[config.mk]
export PLATFORM = sky130hd
export DESIGN_NAME = warp_scheduler_flat
export DESIGN_NICKNAME = d
export VERILOG_FILES = /design/src/gpu_pkg.sv /design/src/exec_if.sv /design/src/warp_scheduler.sv /design/src/flat_wrapper.sv
export SDC_FILE = /design/constraint.sdc
export NUM_CORES = 1
export LEC_CHECK = 0
export BUFFER_PORTS_ARGS = -buffer_cell sky130_fd_sc_hd__buf_2
export CAP_MARGIN = 10
export CORE_ASPECT_RATIO = 1.2
export CORE_UTILIZATION = 49
export CTS_CLUSTER_DIAMETER = 60
export DETAILED_ROUTE_END_ITERATION = 6
export PLACE_DENSITY = 0.73
export SLEW_MARGIN = 20
export SYNTH_ARGS = -nofsm -noshare
export SYNTH_HDL_FRONTEND = slang
export SYNTH_SLANG_ARGS = --single-unit
export TNS_END_PERCENT = 1
[constraint.sdc]
create_clock -name clk -period 3 [get_ports clk]
set_input_delay 0.6 -clock clk [delete_from_list [all_inputs] [get_ports clk]]
set_output_delay 0.6 -clock clk [all_outputs]
set_load 0.005 [all_outputs]
[src/gpu_pkg.sv]
package gpu_pkg;

    // datapath widths
    localparam int DATA_WIDTH = 32;
    localparam int IMEM_ADDR_WIDTH = 8;
    localparam int DMEM_ADDR_WIDTH = 8;
    // 16 registers per thread
    localparam int REG_ADDR_WIDTH = 4;
    localparam int IMM_WIDTH = 16;

    typedef logic [DATA_WIDTH-1:0] data_t;
    typedef logic [IMEM_ADDR_WIDTH-1:0] imem_addr_t;
    typedef logic [DMEM_ADDR_WIDTH-1:0] dmem_addr_t;
    typedef logic [REG_ADDR_WIDTH-1:0] reg_addr_t;

    // top nibble of every instruction word
    typedef enum logic [3:0] {
        ADD = 4'h0,
        SUB = 4'h1,
        AND = 4'h2,
        OR = 4'h3,
        XOR = 4'h4,
        ADDI = 4'h5,
        LI = 4'h6,
        TID = 4'h7,
        STORE = 4'h8,
        HALT = 4'h9
    } opcode_t;

    // same 32 bits, decoded as register form or immediate form
    // for STORE, rd holds the data register
    typedef union packed {
        struct packed {
            opcode_t opcode;
            reg_addr_t rd;
            reg_addr_t rs1;
            reg_addr_t rs2;
            logic [15:0] unused;
        } r_form;
        struct packed {
            opcode_t opcode;
            reg_addr_t rd;
            reg_addr_t rs1;
            logic [3:0] unused;
            logic [IMM_WIDTH-1:0] imm;
        } i_form;
    } instruction_t;

    // per-warp lifecycle
    typedef enum logic [2:0] {
        IDLE,
        FETCH,
        DECODE,
        REQUEST,
        WAIT,
        EXECUTE,
        UPDATE,
        DONE
    } warp_state_t;

endpackage

[src/exec_if.sv]
`timescale 1ns/1ps

// decoded fields of the warp in flight
interface exec_if;
    gpu_pkg::opcode_t op;
    gpu_pkg::reg_addr_t rd;
    gpu_pkg::reg_addr_t rs1;
    gpu_pkg::reg_addr_t rs2;
    // already sign extended
    gpu_pkg::data_t imm;
    logic reg_write;
    logic mem_write;
    logic halt;

    modport decoder (
        output op, output rd, output rs1, output rs2, output imm,
        output reg_write, output mem_write, output halt
    );
    modport reader (
        input op, input rd, input rs1, input rs2, input imm,
        input reg_write, input mem_write
    );
    // scheduler only needs to know whether to stop the warp
    modport scheduler (input halt);
endinterface

[src/warp_scheduler.sv]
`timescale 1ns/1ps

module warp_scheduler #(
    parameter int WARPS_PER_CORE = 2,
    localparam int WARP_INDEX_WIDTH = (WARPS_PER_CORE > 1) ? $clog2(WARPS_PER_CORE) : 1,
    localparam int WARP_COUNT_WIDTH = $clog2(WARPS_PER_CORE + 1)
) (
    input logic clk,
    input logic reset,
    input logic start,
    input gpu_pkg::imem_addr_t base_pc,
    input logic [WARP_COUNT_WIDTH-1:0] num_warps,
    input logic [WARPS_PER_CORE-1:0] fetch_done,
    input logic lanes_busy,
    exec_if.scheduler exec,
    output gpu_pkg::imem_addr_t warp_pc [WARPS_PER_CORE],
    output logic [WARPS_PER_CORE-1:0] fetch_req,
    output logic [WARP_INDEX_WIDTH-1:0] current_warp,
    output logic decode_strobe,
    output logic issue_strobe,
    output logic execute_strobe,
    output logic done
);

    gpu_pkg::warp_state_t state [WARPS_PER_CORE];
    // kernel launched, later start pulses ignored
    logic running;
    // current_warp picked and sitting its one DECODE cycle
    logic selected;
    logic in_flight;
    logic all_done;
    logic pick_valid;
    logic [WARP_INDEX_WIDTH-1:0] pick;

    always_comb begin
        int idx;
        in_flight = selected;
        all_done = running;
        pick_valid = 1'b0;
        pick = current_warp;
        for (int w = 0; w < WARPS_PER_CORE; w++) begin
            fetch_req[w] = (state[w] == gpu_pkg::FETCH);
            if (state[w] inside {gpu_pkg::REQUEST, gpu_pkg::WAIT,
                                 gpu_pkg::EXECUTE, gpu_pkg::UPDATE}) begin
                in_flight = 1'b1;
            end
            // unconfigured warps never count
            if (w < num_warps && state[w] != gpu_pkg::DONE) begin
                all_done = 1'b0;
            end
        end
        // scan downward so the nearest decode warp after the last pick wins
        for (int i = WARPS_PER_CORE; i >= 1; i--) begin
            idx = (int'(current_warp) + i) % WARPS_PER_CORE;
            if (state[idx] == gpu_pkg::DECODE) begin
                pick_valid = 1'b1;
                pick = WARP_INDEX_WIDTH'(idx);
            end
        end
    end

    // one-cycle strobes for the warp in flight
    assign decode_strobe = selected;
    assign issue_strobe = (state[current_warp] == gpu_pkg::REQUEST);
    assign execute_strobe = (state[current_warp] == gpu_pkg::EXECUTE);

    always_ff @(posedge clk) begin
        if (reset) begin
            running <= 1'b0;
            selected <= 1'b0;
            done <= 1'b0;
            // first pick lands on warp 0
            current_warp <= WARP_INDEX_WIDTH'(WARPS_PER_CORE - 1);
            for (int w = 0; w < WARPS_PER_CORE; w++) begin
                state[w] <= gpu_pkg::IDLE;
                warp_pc[w] <= '0;
            end
        end else begin
            // sticky until reset
            done <= done | all_done;
            if (start && !running) begin
                running <= 1'b1;
                for (int w = 0; w < WARPS_PER_CORE; w++) begin
                    if (w < num_warps) begin
                        state[w] <= gpu_pkg::FETCH;
                        warp_pc[w] <= base_pc;
                    end
                end
            end
            // fetches finish in parallel
            for (int w = 0; w < WARPS_PER_CORE; w++) begin
                if (state[w] == gpu_pkg::FETCH && fetch_done[w]) begin
                    state[w] <= gpu_pkg::DECODE;
                end
            end
            if (selected) begin
                selected <= 1'b0;
                state[current_warp] <= gpu_pkg::REQUEST;
            end else if (!in_flight && pick_valid) begin
                selected <= 1'b1;
                current_warp <= pick;
            end
            case (state[current_warp])
                gpu_pkg::REQUEST: state[current_warp] <= gpu_pkg::WAIT;
                gpu_pkg::WAIT: begin
                    // stores must drain first
                    if (!lanes_busy) begin
                        state[current_warp] <= gpu_pkg::EXECUTE;
                    end
                end
                gpu_pkg::EXECUTE: state[current_warp] <= gpu_pkg::UPDATE;
                gpu_pkg::UPDATE: begin
                    if (exec.halt) begin
                        state[current_warp] <= gpu_pkg::DONE;
                    end else begin
                        state[current_warp] <= gpu_pkg::FETCH;
                        warp_pc[current_warp] <= warp_pc[current_warp] + gpu_pkg::imem_addr_t'(1);
                    end
                end
                default: ;
            endcase
        end
    end

endmodule

[src/flat_wrapper.sv]
// flat-port wrapper written by rule: the top's interface ports become plain ports
module warp_scheduler_flat 
#(
    parameter int WARPS_PER_CORE = 2,
    localparam int WARP_INDEX_WIDTH = (WARPS_PER_CORE > 1) ? $clog2(WARPS_PER_CORE) : 1,
    localparam int WARP_COUNT_WIDTH = $clog2(WARPS_PER_CORE + 1)
)
  (clk, reset, start, base_pc, num_warps, fetch_done, lanes_busy, warp_pc, fetch_req, current_warp, decode_strobe, issue_strobe, execute_strobe, done, exec_halt);
  exec_if exec_i ();
  input logic clk;
  input logic reset;
  input logic start;
  input gpu_pkg::imem_addr_t base_pc;
  input logic [WARP_COUNT_WIDTH-1:0] num_warps;
  input logic [WARPS_PER_CORE-1:0] fetch_done;
  input logic lanes_busy;
  output gpu_pkg::imem_addr_t warp_pc[WARPS_PER_CORE];
  output logic [WARPS_PER_CORE-1:0] fetch_req;
  output logic [WARP_INDEX_WIDTH-1:0] current_warp;
  output logic decode_strobe;
  output logic issue_strobe;
  output logic execute_strobe;
  output logic done;
  input wire logic [$bits(exec_i.halt)-1:0] exec_halt;
  assign exec_i.halt = exec_halt;
  warp_scheduler #(.WARPS_PER_CORE(WARPS_PER_CORE)) u_core (.clk(clk), .reset(reset), .start(start), .base_pc(base_pc), .num_warps(num_warps), .fetch_done(fetch_done), .lanes_busy(lanes_busy), .exec(exec_i), .warp_pc(warp_pc), .fetch_req(fetch_req), .current_warp(current_warp), .decode_strobe(decode_strobe), .issue_strobe(issue_strobe), .execute_strobe(execute_strobe), .done(done));
endmodule
==> impl_metrics.toml, run 1 <==
[synthesis]
synth_area_leaders = "dfxtp_1, edfxtp_1, mux2i_1, nor2_1, mux2_2"
synth_top_area_cell = "dfxtp_1"
synth_most_common_cell = "nor2_1"
yosysTopAreaCellShare = 0.237
yosysWarningCount = 0
synth_seq_cells = 27
synth_edf_count = 6
ys_top_cells_by_count = "nor2_1, dfxtp_1, nand2_1"
ys_types = 51
ys_seq_area_frac = 0.339
synthArstFlopShare = 0
synthFlopType = "dfxtp_1"
avgSynthCellArea_um2 = 9.23
syn_area_um2 = 1770
synth_fp_nets = 210
netlist_instances = 192

[timing]
fin_worst_skew_ns = 0.00419
fin_ws_ns = 0.711
fin_setup_tns_ns = 0
finalSetupViolCount = 0
maxSlewViolCount = 0
period_minus_slack_ns = 2.29
slew_headroom = 0.599
fmax_mhz = 437
period_share = 0.763
rsz0062_at_grt = "no"
finalHoldViolations = 0
worst_pin_slew_ns = 0.601

[layout]
diodes = 0
nets = 247
final_layout_size_suffix_gt1_frac = 0.294
fillers = 320
synthToLayoutAreaGrowth_pct = 14.0

[setup_path]
worstSetupStartpointType = "register"
reg2reg_to = "u_core.state[0][1]"
worst_setup_path_end_kind = "primary output"
critPathKind = "register to primary output"
cp.required_ns = 2.40
reg2reg_slack_ns = 0.71
crit_fanout = 8
arrival_ns = 1.69
reg2reg_depth = 5

[clocking]
path_clk_slew_ns = 0.09
clk_latency_ns = 0.27
cts_setup_buffers = 0
cts_tree = "yes"
numCtsBuffers = 3
cts.path.max_buffers = 2
cts-root-buf = "clkbuf_8"
post_cts_resized = 0
hold_buffers = 0
cts-htree-levels = 1
clock_sinks = 27

[power_and_ir_drop]
power.leakage_uw = 0.000881
powerDensity_nw_per_um2 = 591
power_frac_comb = 0.386
ir_drop_v = 0.000309
power_switching_uw = 440
power_frac_clock = 0.173
p_int_uw = 755
p_seq_frac = 0.441
sw_frac_of_total = 0.368

[drt]
route.detailed.drc = 4
ant_nets = 0
wl_per_cell_um = 14.9
dr_total_vias = 1565
viasPerCell = 5.91
drt-initial-drc-count = 110
firstDrtPassIters = 7
wl_um = 3940

[floorplan]
coreArea_um2 = 3400
num_io_pins = 40
die_h_um = 67.9
rows = 23
die-area_um2 = 3860
start_util = 0.522
die_w_um = 56.9

[hold_path]
hold-path-endpoint = "u_core.done"
hold_path_class = "register to register"
worstHoldStart = "u_core.done"
hold_depth = 2

[global_routing]
grtUsageTotal = 0.216
grt_pass1_wl_um = 6470
globalRouteOverflowTotal = 0
first_global_vias = 1447
antenna_found_initial = 0
grt_max_degree = 33

[placed_design]
io_buffers = 39
gp_congestion = 0.815
pre_cts_slack_ns = 0.733
hpwl_um = 2870

[outcome]
violations = "design-rule violations"
status = "finished with violations"

[flow_run]
cap_violations = 0
## worst max-delay path, cell delays in order, from the launching register on
cell     delay [ns]
dfxtp_1        0.58
mux2_2         0.42
nor3_1         0.26
buf_2          0.17
## area by class of cell
type,instances,area (µm²),share of cell area
clock buffers,3,41.3,0.0204
flip-flops and latches,27,601,0.297
repair buffers,42,218,0.108
inverters,2,7.51,0.00371
multi-input cells,153,1100,0.545
clock inverters,1,7.51,0.00371
well taps,37,46.3,0.0229
## logic make-up (layout without fill, tap and decap cells)
kind of cell             after synthesis  count (layout)  share of synthesized area
adder cells (fa/ha/maj)                1               1                    0.00706
XOR/XNOR                               7               7                     0.0346
AND/OR/NAND/NOR                       75              75                      0.215
multiplexers                          24              24                      0.152
buffers and inverters                 12              48                     0.0402
AO/OA/AOI/OAI                         46              46                      0.212
flip-flops                            27              27                      0.339
## metal layers
metal	up-vias	track usage	share of wire
li1	790	-	-
met3	2	0.0208	0.042
met4	0	0.0823	0.0063
met5	-	0	0
met2	45	0.393	0.50
met1	728	0.265	0.45
## cell usage in the layout (no fill, tap or decap), drive strengths merged, types with 2 or more instances in the layout
cell type   n
a21oi       7
or3b        2
nor2       23
a31oi       3
nand2      20
and2        2
clkbuf      3
a211o       2
a21o        2
dfxtp      21
nor3        5
nand3       5
mux2i      17
inv         2
buf        42
a221oi      3
a311oi      8
nand3b      5
edfxtp      6
a211oi     11
mux2        7
xnor2       7
o21ai       5
nor3b       2
nor2b       4
## flip-flops by register name, summed over array words and instances, names as in the netlist, named ones only
| register | cells |
|---|---|
| u_core.state | 6 |
| u_core.warp_pc | 16 |
| u_core.current_warp | 1 |
| u_core.running | 1 |
| u_core.decode_strobe | 1 |
| u_core.done | 1 |
## through the flow
step	instances	util	hold WS (ns)	cell area, µm²	power [µW]
floorplan	192	-	0.460	1770	874
global placement	261	0.581	0.450	1970	988
detailed placement	261	0.581	0.457	1970	994
CTS	265	0.595	0.482	2020	1200
global route	265	0.595	0.539	2020	1280
finish	265	0.595	0.479	2020	1190
## power by group through the flow
| stage | Combinational [µW] | Sequential, µW | Clock [µW] |
|---|---|---|---|
| floorplan | 373 | 501 | 0 |
| global placement | 456 | 532 | 0 |
| detailed placement | 459 | 535 | 0 |
| CTS | 461 | 528 | 212 |
| global route | 509 | 539 | 230 |
| finish | 461 | 527 | 207 |
## worst max path at each step
stage / cells after the start / end / slack (ns) / startpoint
2_1_floorplan: 9 / u_core.warp_pc[14] / 0.94 / u_core.current_warp
3_3_place_gp: 5 / u_core.state[0][2] / 0.77 / register
3_5_place_dp: 5 / u_core.state[0][1] / 0.73 / register
4_1_cts: 5 / u_core.state[0][1] / 0.72 / register
5_1_grt: 5 / u_core.state[1][2] / 0.60 / register
6_report: 3 / issue_strobe / 0.71 / register
Power figures use the tool's default switching activity.
==> run 2: changes to the inputs <==
--- a/config.mk
+++ b/config.mk
@@ -5,6 +5,7 @@
 export SDC_FILE = /design/constraint.sdc
 export NUM_CORES = 1
 export LEC_CHECK = 0
+export ABC_AREA = 1
 export BUFFER_PORTS_ARGS = -buffer_cell sky130_fd_sc_hd__buf_2
 export CAP_MARGIN = 10
 export CORE_ASPECT_RATIO = 1.2
==> constraint.sdc (replaced) <==
create_clock -name clk -period 2.36 [get_ports clk]
set_input_delay 0.472 -clock clk [delete_from_list [all_inputs] [get_ports clk]]
set_output_delay 0.472 -clock clk [all_outputs]
set_load 0.005 [all_outputs]
==> run 2 against run 1 <==
The flow still finishes with violations (design-rule violations). Die area is 0.61% higher. First-iteration DRC count is 25% lower. Register-to-register slack worse by 0.23 ns. Global-route usage grew 3.2 points. Final cell count is 31% higher. Wire length up 15%. Worst setup slack got worse by 0.32 ns. Core utilization increased by 0.96 points. Worst hold slack lost 0.073 ns. Critical path depth is 2 higher. Clock-buffer cell count unchanged. Synthesized cell count rose by 41%.
==> impl_metrics.toml, run 2 <==
[outcome]
status = "finished with violations"
violations = "design-rule violations"

[clocking]
cts-htree-levels = 1
numCtsBuffers = 3
cts.path.max_buffers = 2
clk_latency_ns = 0.28
clock_sinks = 27
cts-root-buf = "clkbuf_8"
post_cts_resized = 0
cts_setup_buffers = 0
cts_tree = "yes"
hold_buffers = 0
path_clk_slew_ns = 0.10

[timing]
fin_setup_tns_ns = 0
fin_ws_ns = 0.389
fmax_mhz = 507
finalHoldViolations = 0
holdWs_ns = 0.406
period_share = 0.835
finalSetupViolCount = 0
rsz0062_at_grt = "no"
fin_worst_skew_ns = 0.0142
worst_pin_slew_ns = 0.535
period_minus_slack_ns = 1.97
slew_headroom = 0.642
maxSlewViolCount = 0

[synthesis]
synth_edf_count = 6
synth_most_common_cell = "nand2_1"
synth_area_leaders = "dfxtp_1, nand2_1, edfxtp_1, o21ai_0, inv_1"
netlist_instances = 271
yosysWarningCount = 0
synth_seq_cells = 27
ys_types = 34
ys_top_cells_by_count = "nand2_1, inv_1, o21ai_0"
synthArstFlopShare = 0
synthFlopType = "dfxtp_1"
ys_seq_area_frac = 0.337
synth_fp_nets = 289
synth_top_area_cell = "dfxtp_1"
syn_area_um2 = 1780
avgSynthCellArea_um2 = 6.58
yosysTopAreaCellShare = 0.236

[floorplan]
start_util = 0.525
die-area_um2 = 3890
rows = 23
die_w_um = 57.1
coreArea_um2 = 3400
die_h_um = 68.1
num_io_pins = 40

[setup_path]
path_buf_inv = 2
cpPeakStageDelay_ns = 0.52
crit_chain = "inv_2 -> nand2_1 -> nand2_2 -> nor3_1 -> buf_2"
critPathTopFamily = "flip-flops"
cp.required_ns = 1.89
cpMaxStageDelayCell = "dfxtp_1"
crit_cells = 5
reg2reg_to = "u_core.warp_pc[6]"
crit_fanout = 9
reg2reg_slack_ns = 0.48
arrival_ns = 1.50
worst_setup_path_end_kind = "primary output"
reg2reg_depth = 10
critPathKind = "register to primary output"
worstSetupStartpointType = "register"
reg2reg_from = "u_core.current_warp"

[drt]
ant_nets = 0
wl_um = 4510
viasPerCell = 5.43
dr_total_vias = 1884
firstDrtPassIters = 7
route.detailed.drc = 2
drt-initial-drc-count = 82
wl_per_cell_um = 13.0

[global_routing]
grt_pass1_wl_um = 7310
antenna_found_initial = 0
grt_max_degree = 17
grtUsageTotal = 0.248
globalRouteOverflowTotal = 0
first_global_vias = 1719

[placed_design]
dpl_cell_area_um2 = 2010
pre_cts_slack_ns = 0.243
io_buffers = 39
hpwl_um = 3380
gp_congestion = 0.867

[power_and_ir_drop]
ir_drop_v = 0.000381
power.leakage_uw = 0.00101
powerDensity_nw_per_um2 = 730
p_total_uw = 1500

[layout]
regArea_um2 = 601
synthToLayoutAreaGrowth_pct = 15.1
multi_input_area_um2 = 1020
final_cell_mix = "nand2_1, buf_2, inv_1"
fillers = 346
fin_area_um2 = 2050
reg.largest.list = "u_core.warp_pc (16), u_core.state (6)"
final_layout_size_suffix_gt1_frac = 0.223
largest_register_ffs = 16
diodes = 0
regMostFlops = "u_core.warp_pc"
final_common_cell = "nand2_1"
nets = 329

[hold_path]
hold-path-endpoint = "u_core.running"
worstHoldStart = "start"
hold_depth = 3
hold_path_class = "input pin to register"

[flow_run]
cap_violations = 0
run 2: cell count changes after synthesis, moves of 5 or more:
cell	change
inv_1	+29
o21ai_0	+27
mux2i_1	-14
a21oi_1	+5
a311oi_1	-8
nand3_1	+18
mux2_2	-6
xnor2_1	-6
a211oi_1	-7
nand2_1	+56
run 2: power breakdown:
part | internal, µW | leakage, µW | switching, µW
clock | 120 | 0.0000217 | 149
sequential | 557 | 0.000236 | 69.5
combinational | 209 | 0.000756 | 396
run 2: cells by family (layout without fill, tap and decap cells):
kind of cell / count (synthesis) / after routing / share of synthesized area
AOI/OAI and AO/OA: 52 / 52 / 0.162
xor gates and xnor gates: 4 / 4 / 0.0196
adders and majority gates: 1 / 1 / 0.00701
buffers and inverters: 40 / 79 / 0.0933
DFF: 27 / 27 / 0.337
muxes: 1 / 1 / 0.00631
and+or+nand+nor: 146 / 146 / 0.375
run 2: worst max-delay path by stage:
stage | endpoint | slack, ns
floorplan | u_core.state[1][0] | 0.64
global placement | u_core.state[1][2] | 0.27
detailed placement | u_core.warp_pc[2] | 0.24
CTS | execute_strobe | 0.41
global route | execute_strobe | 0.29
finish | execute_strobe | 0.39
run 2: layout make-up:
type	count	share of cell area
Multi-Input combinational cell	204	0.495
Sequential cell	27	0.292
Timing Repair Buffer	42	0.106
Inverter	33	0.0603
Tap cell	37	0.0225
Clock buffer	3	0.0201
Clock inverter	1	0.00365
run 2: per-stage QoR:
stage | util | cells
final | 0.605 | 347
after global routing | 0.605 | 347
after CTS | 0.605 | 347
after detailed placement | 0.591 | 343
after global placement | 0.591 | 343
after floorplan | - | 271
run 2: worst min-delay path: stages:
cell    delay (ns)
buf_2         0.09
nor2_1        0.03
nor2_1        0.06
run 2: layer usage:
layer	global-route usage	vias to the layer above	wire (µm)
met5	0	-	0
met4	0.152	0	131
li1	-	963	-
met2	0.435	66	2230
met1	0.296	843	1930
met3	0.0208	12	223
==> run 3: changes to the inputs <==
--- a/config.mk
+++ b/config.mk
@@ -12,7 +12,7 @@
 export CORE_UTILIZATION = 49
 export CTS_CLUSTER_DIAMETER = 60
 export DETAILED_ROUTE_END_ITERATION = 6
-export PLACE_DENSITY = 0.73
+export PLACE_DENSITY = 0.76
 export SLEW_MARGIN = 20
 export SYNTH_ARGS = -nofsm -noshare
 export SYNTH_HDL_FRONTEND = slang
==> constraint.sdc (replaced) <==
create_clock -name clk -period 1.6 [get_ports clk]
set_input_delay 0.32 -clock clk [delete_from_list [all_inputs] [get_ports clk]]
set_output_delay 0.32 -clock clk [all_outputs]
set_load 0.005 [all_outputs]
==> run 3 against run 2 <==
The flow finishes with violations (design-rule violations, negative setup slack). Worst hold slack lost 0.15 ns. Global-route usage increased by 2.5 points. Core utilization increased by 11 points. Register-to-register slack worse by 0.53 ns. Final cell count rose by 10%. Die area unchanged. Flip-flop and latch count unchanged. Critical endpoint is now issue_strobe. Largest power group is now combinational cells.
==> impl_metrics.toml, run 3 (same netlist as run 2, synthesis figures left out) <==
[timing]
period_minus_slack_ns = 1.70
maxSlewViolCount = 0
worst_pin_slew_ns = 0.402
fin_worst_skew_ns = 0.00222
holdWs_ns = 0.261
period_share = 1.06
finalHoldViolations = 0
fin_setup_tns_ns = -0.604
finalSetupViolCount = 14
fmax_mhz = 589
fin_ws_ns = -0.0983
slew_headroom = 0.729
rsz0062_at_grt = "yes"

[setup_path]
critPathKind = "register to primary output"
cpMaxStageDelayCell = "edfxtp_1"
reg2reg_slack_ns = -0.05
cp.required_ns = 1.28
worstSetupStartpointType = "register"
crit_fanout = 5
reg2reg_from = "u_core.state[0][0]"
crit_chain = "o21ai_4 -> buf_6 -> nand3_2 -> inv_2 -> buf_2"
reg2reg_depth = 11
cpPeakStageDelay_ns = 0.48
arrival_ns = 1.38
worst_setup_path_end_kind = "primary output"
reg2reg_to = "u_core.state[1][2]"

[flow_run]
cap_violations = 0

[floorplan]
coreArea_um2 = 3400
rows = 23
start_util = 0.525
die_h_um = 68.1
num_io_pins = 40
die_w_um = 57.1
die-area_um2 = 3890

[clocking]
numCtsBuffers = 3
cts-htree-levels = 1
clk_latency_ns = 0.27
clock_sinks = 27
cts.path.max_buffers = 2
cts-root-buf = "clkbuf_8"
cts_tree = "yes"
path_clk_slew_ns = 0.09

[power_and_ir_drop]
powerDensity_nw_per_um2 = 1120
p_int_uw = 1630
power_switching_uw = 1110
p_total_uw = 2740
ir_drop_v = 0.000578
power_frac_clock = 0.143
power.leakage_uw = 0.00122
power_frac_comb = 0.526
sw_frac_of_total = 0.405
p_seq_frac = 0.331

[placed_design]
gp_congestion = 1.03
hpwl_um = 3840
pre_cts_slack_ns = -0.141
io_buffers = 39

[layout]
reg.largest.list = "u_core.warp_pc (16), u_core.state (6)"
nets = 365
regMostFlops = "u_core.warp_pc"
final_cell_mix = "nand2_1, buf_2, buf_4"
fillers = 322
synthToLayoutAreaGrowth_pct = 36.8
diodes = 0
regArea_um2 = 604
largest_register_ffs = 16
final_common_cell = "nand2_1"
multi_input_area_um2 = 1120
final_layout_size_suffix_gt1_frac = 0.364

[outcome]
status = "finished with violations"
violations = "design-rule violations, negative setup slack"

[drt]
firstDrtPassIters = 6
wl_per_cell_um = 13.6
route.detailed.drc = 2
dr_total_vias = 2072
ant_nets = 0
viasPerCell = 5.41
wl_um = 5200
drt-initial-drc-count = 150

[global_routing]
globalRouteOverflowTotal = 0
grt_pass1_wl_um = 8000
grt_max_degree = 15
grtUsageTotal = 0.272
antenna_found_initial = 0
first_global_vias = 1891

[hold_path]
hold_path_class = "input pin to register"
hold-path-endpoint = "u_core.running"
hold_depth = 3
worstHoldStart = "start"
run 3: timing repair:
action,4_1_cts,5_1_grt
setup endpoints to repair,22,30
hold buffers,0,0
pin swaps,1,10
resized for setup,14,25
buffers inserted,1,3
run 3: through the flow:
step	area (µm²)	util	cells
after global routing	2440	0.719	383
after CTS	2340	0.690	380
after floorplan	1780	-	271
after global placement	2250	0.661	375
after detailed placement	2250	0.661	375
final	2440	0.719	383
run 3: routing by layer:
layer,up-vias,share of wire,GRT usage
met5,-,0,0
met4,0,0.036,0.168
met3,20,0.038,0.0340
met2,74,0.53,0.497
met1,943,0.40,0.304
li1,1035,-,-
run 3: final cells by class:
| cell class | count | area share |
|---|---|---|
| multi-input cells | 204 | 0.460 |
| flip-flops and latches | 27 | 0.248 |
| repair buffers | 78 | 0.205 |
| inverters | 33 | 0.0507 |
| well taps | 37 | 0.0190 |
| clock buffers | 4 | 0.0185 |
run 3: critical path: cells and delay by family (launching register included):
family	cells	cell delay, ns
DFF	1	0.48
and+or+nand+nor	1	0.06
buffers and inverters	3	0.30
AOI/OAI and AO/OA	1	0.27
run 3: how the worst max path moves through the flow:
| stage | from | endpoint | slack, ns | cells after the start |
|---|---|---|---|---|
| after global routing | u_core.state[0][2] | u_core.current_warp | -0.21 | 6 |
| after floorplan | u_core.current_warp | u_core.warp_pc[14] | 0.03 | 11 |
| after detailed placement | u_core.state[0][2] | u_core.state[0][0] | -0.14 | 8 |
| final | u_core.state[0][2] | issue_strobe | -0.1 | 5 |
| after CTS | u_core.state[0][2] | issue_strobe | -0.07 | 5 |
| after global placement | u_core.state[0][2] | u_core.state[0][2] | -0.13 | 8 |
run 3: power by group through the flow:
stage | sequential [µW] | combinational, µW | clock (µW)
2_1_floorplan | 911 | 647 | 0
3_3_place_gp | 916 | 1140 | 0
5_1_grt | 917 | 1570 | 425
4_1_cts | 905 | 1250 | 393
6_report | 907 | 1440 | 392
3_5_place_dp | 917 | 1160 | 0
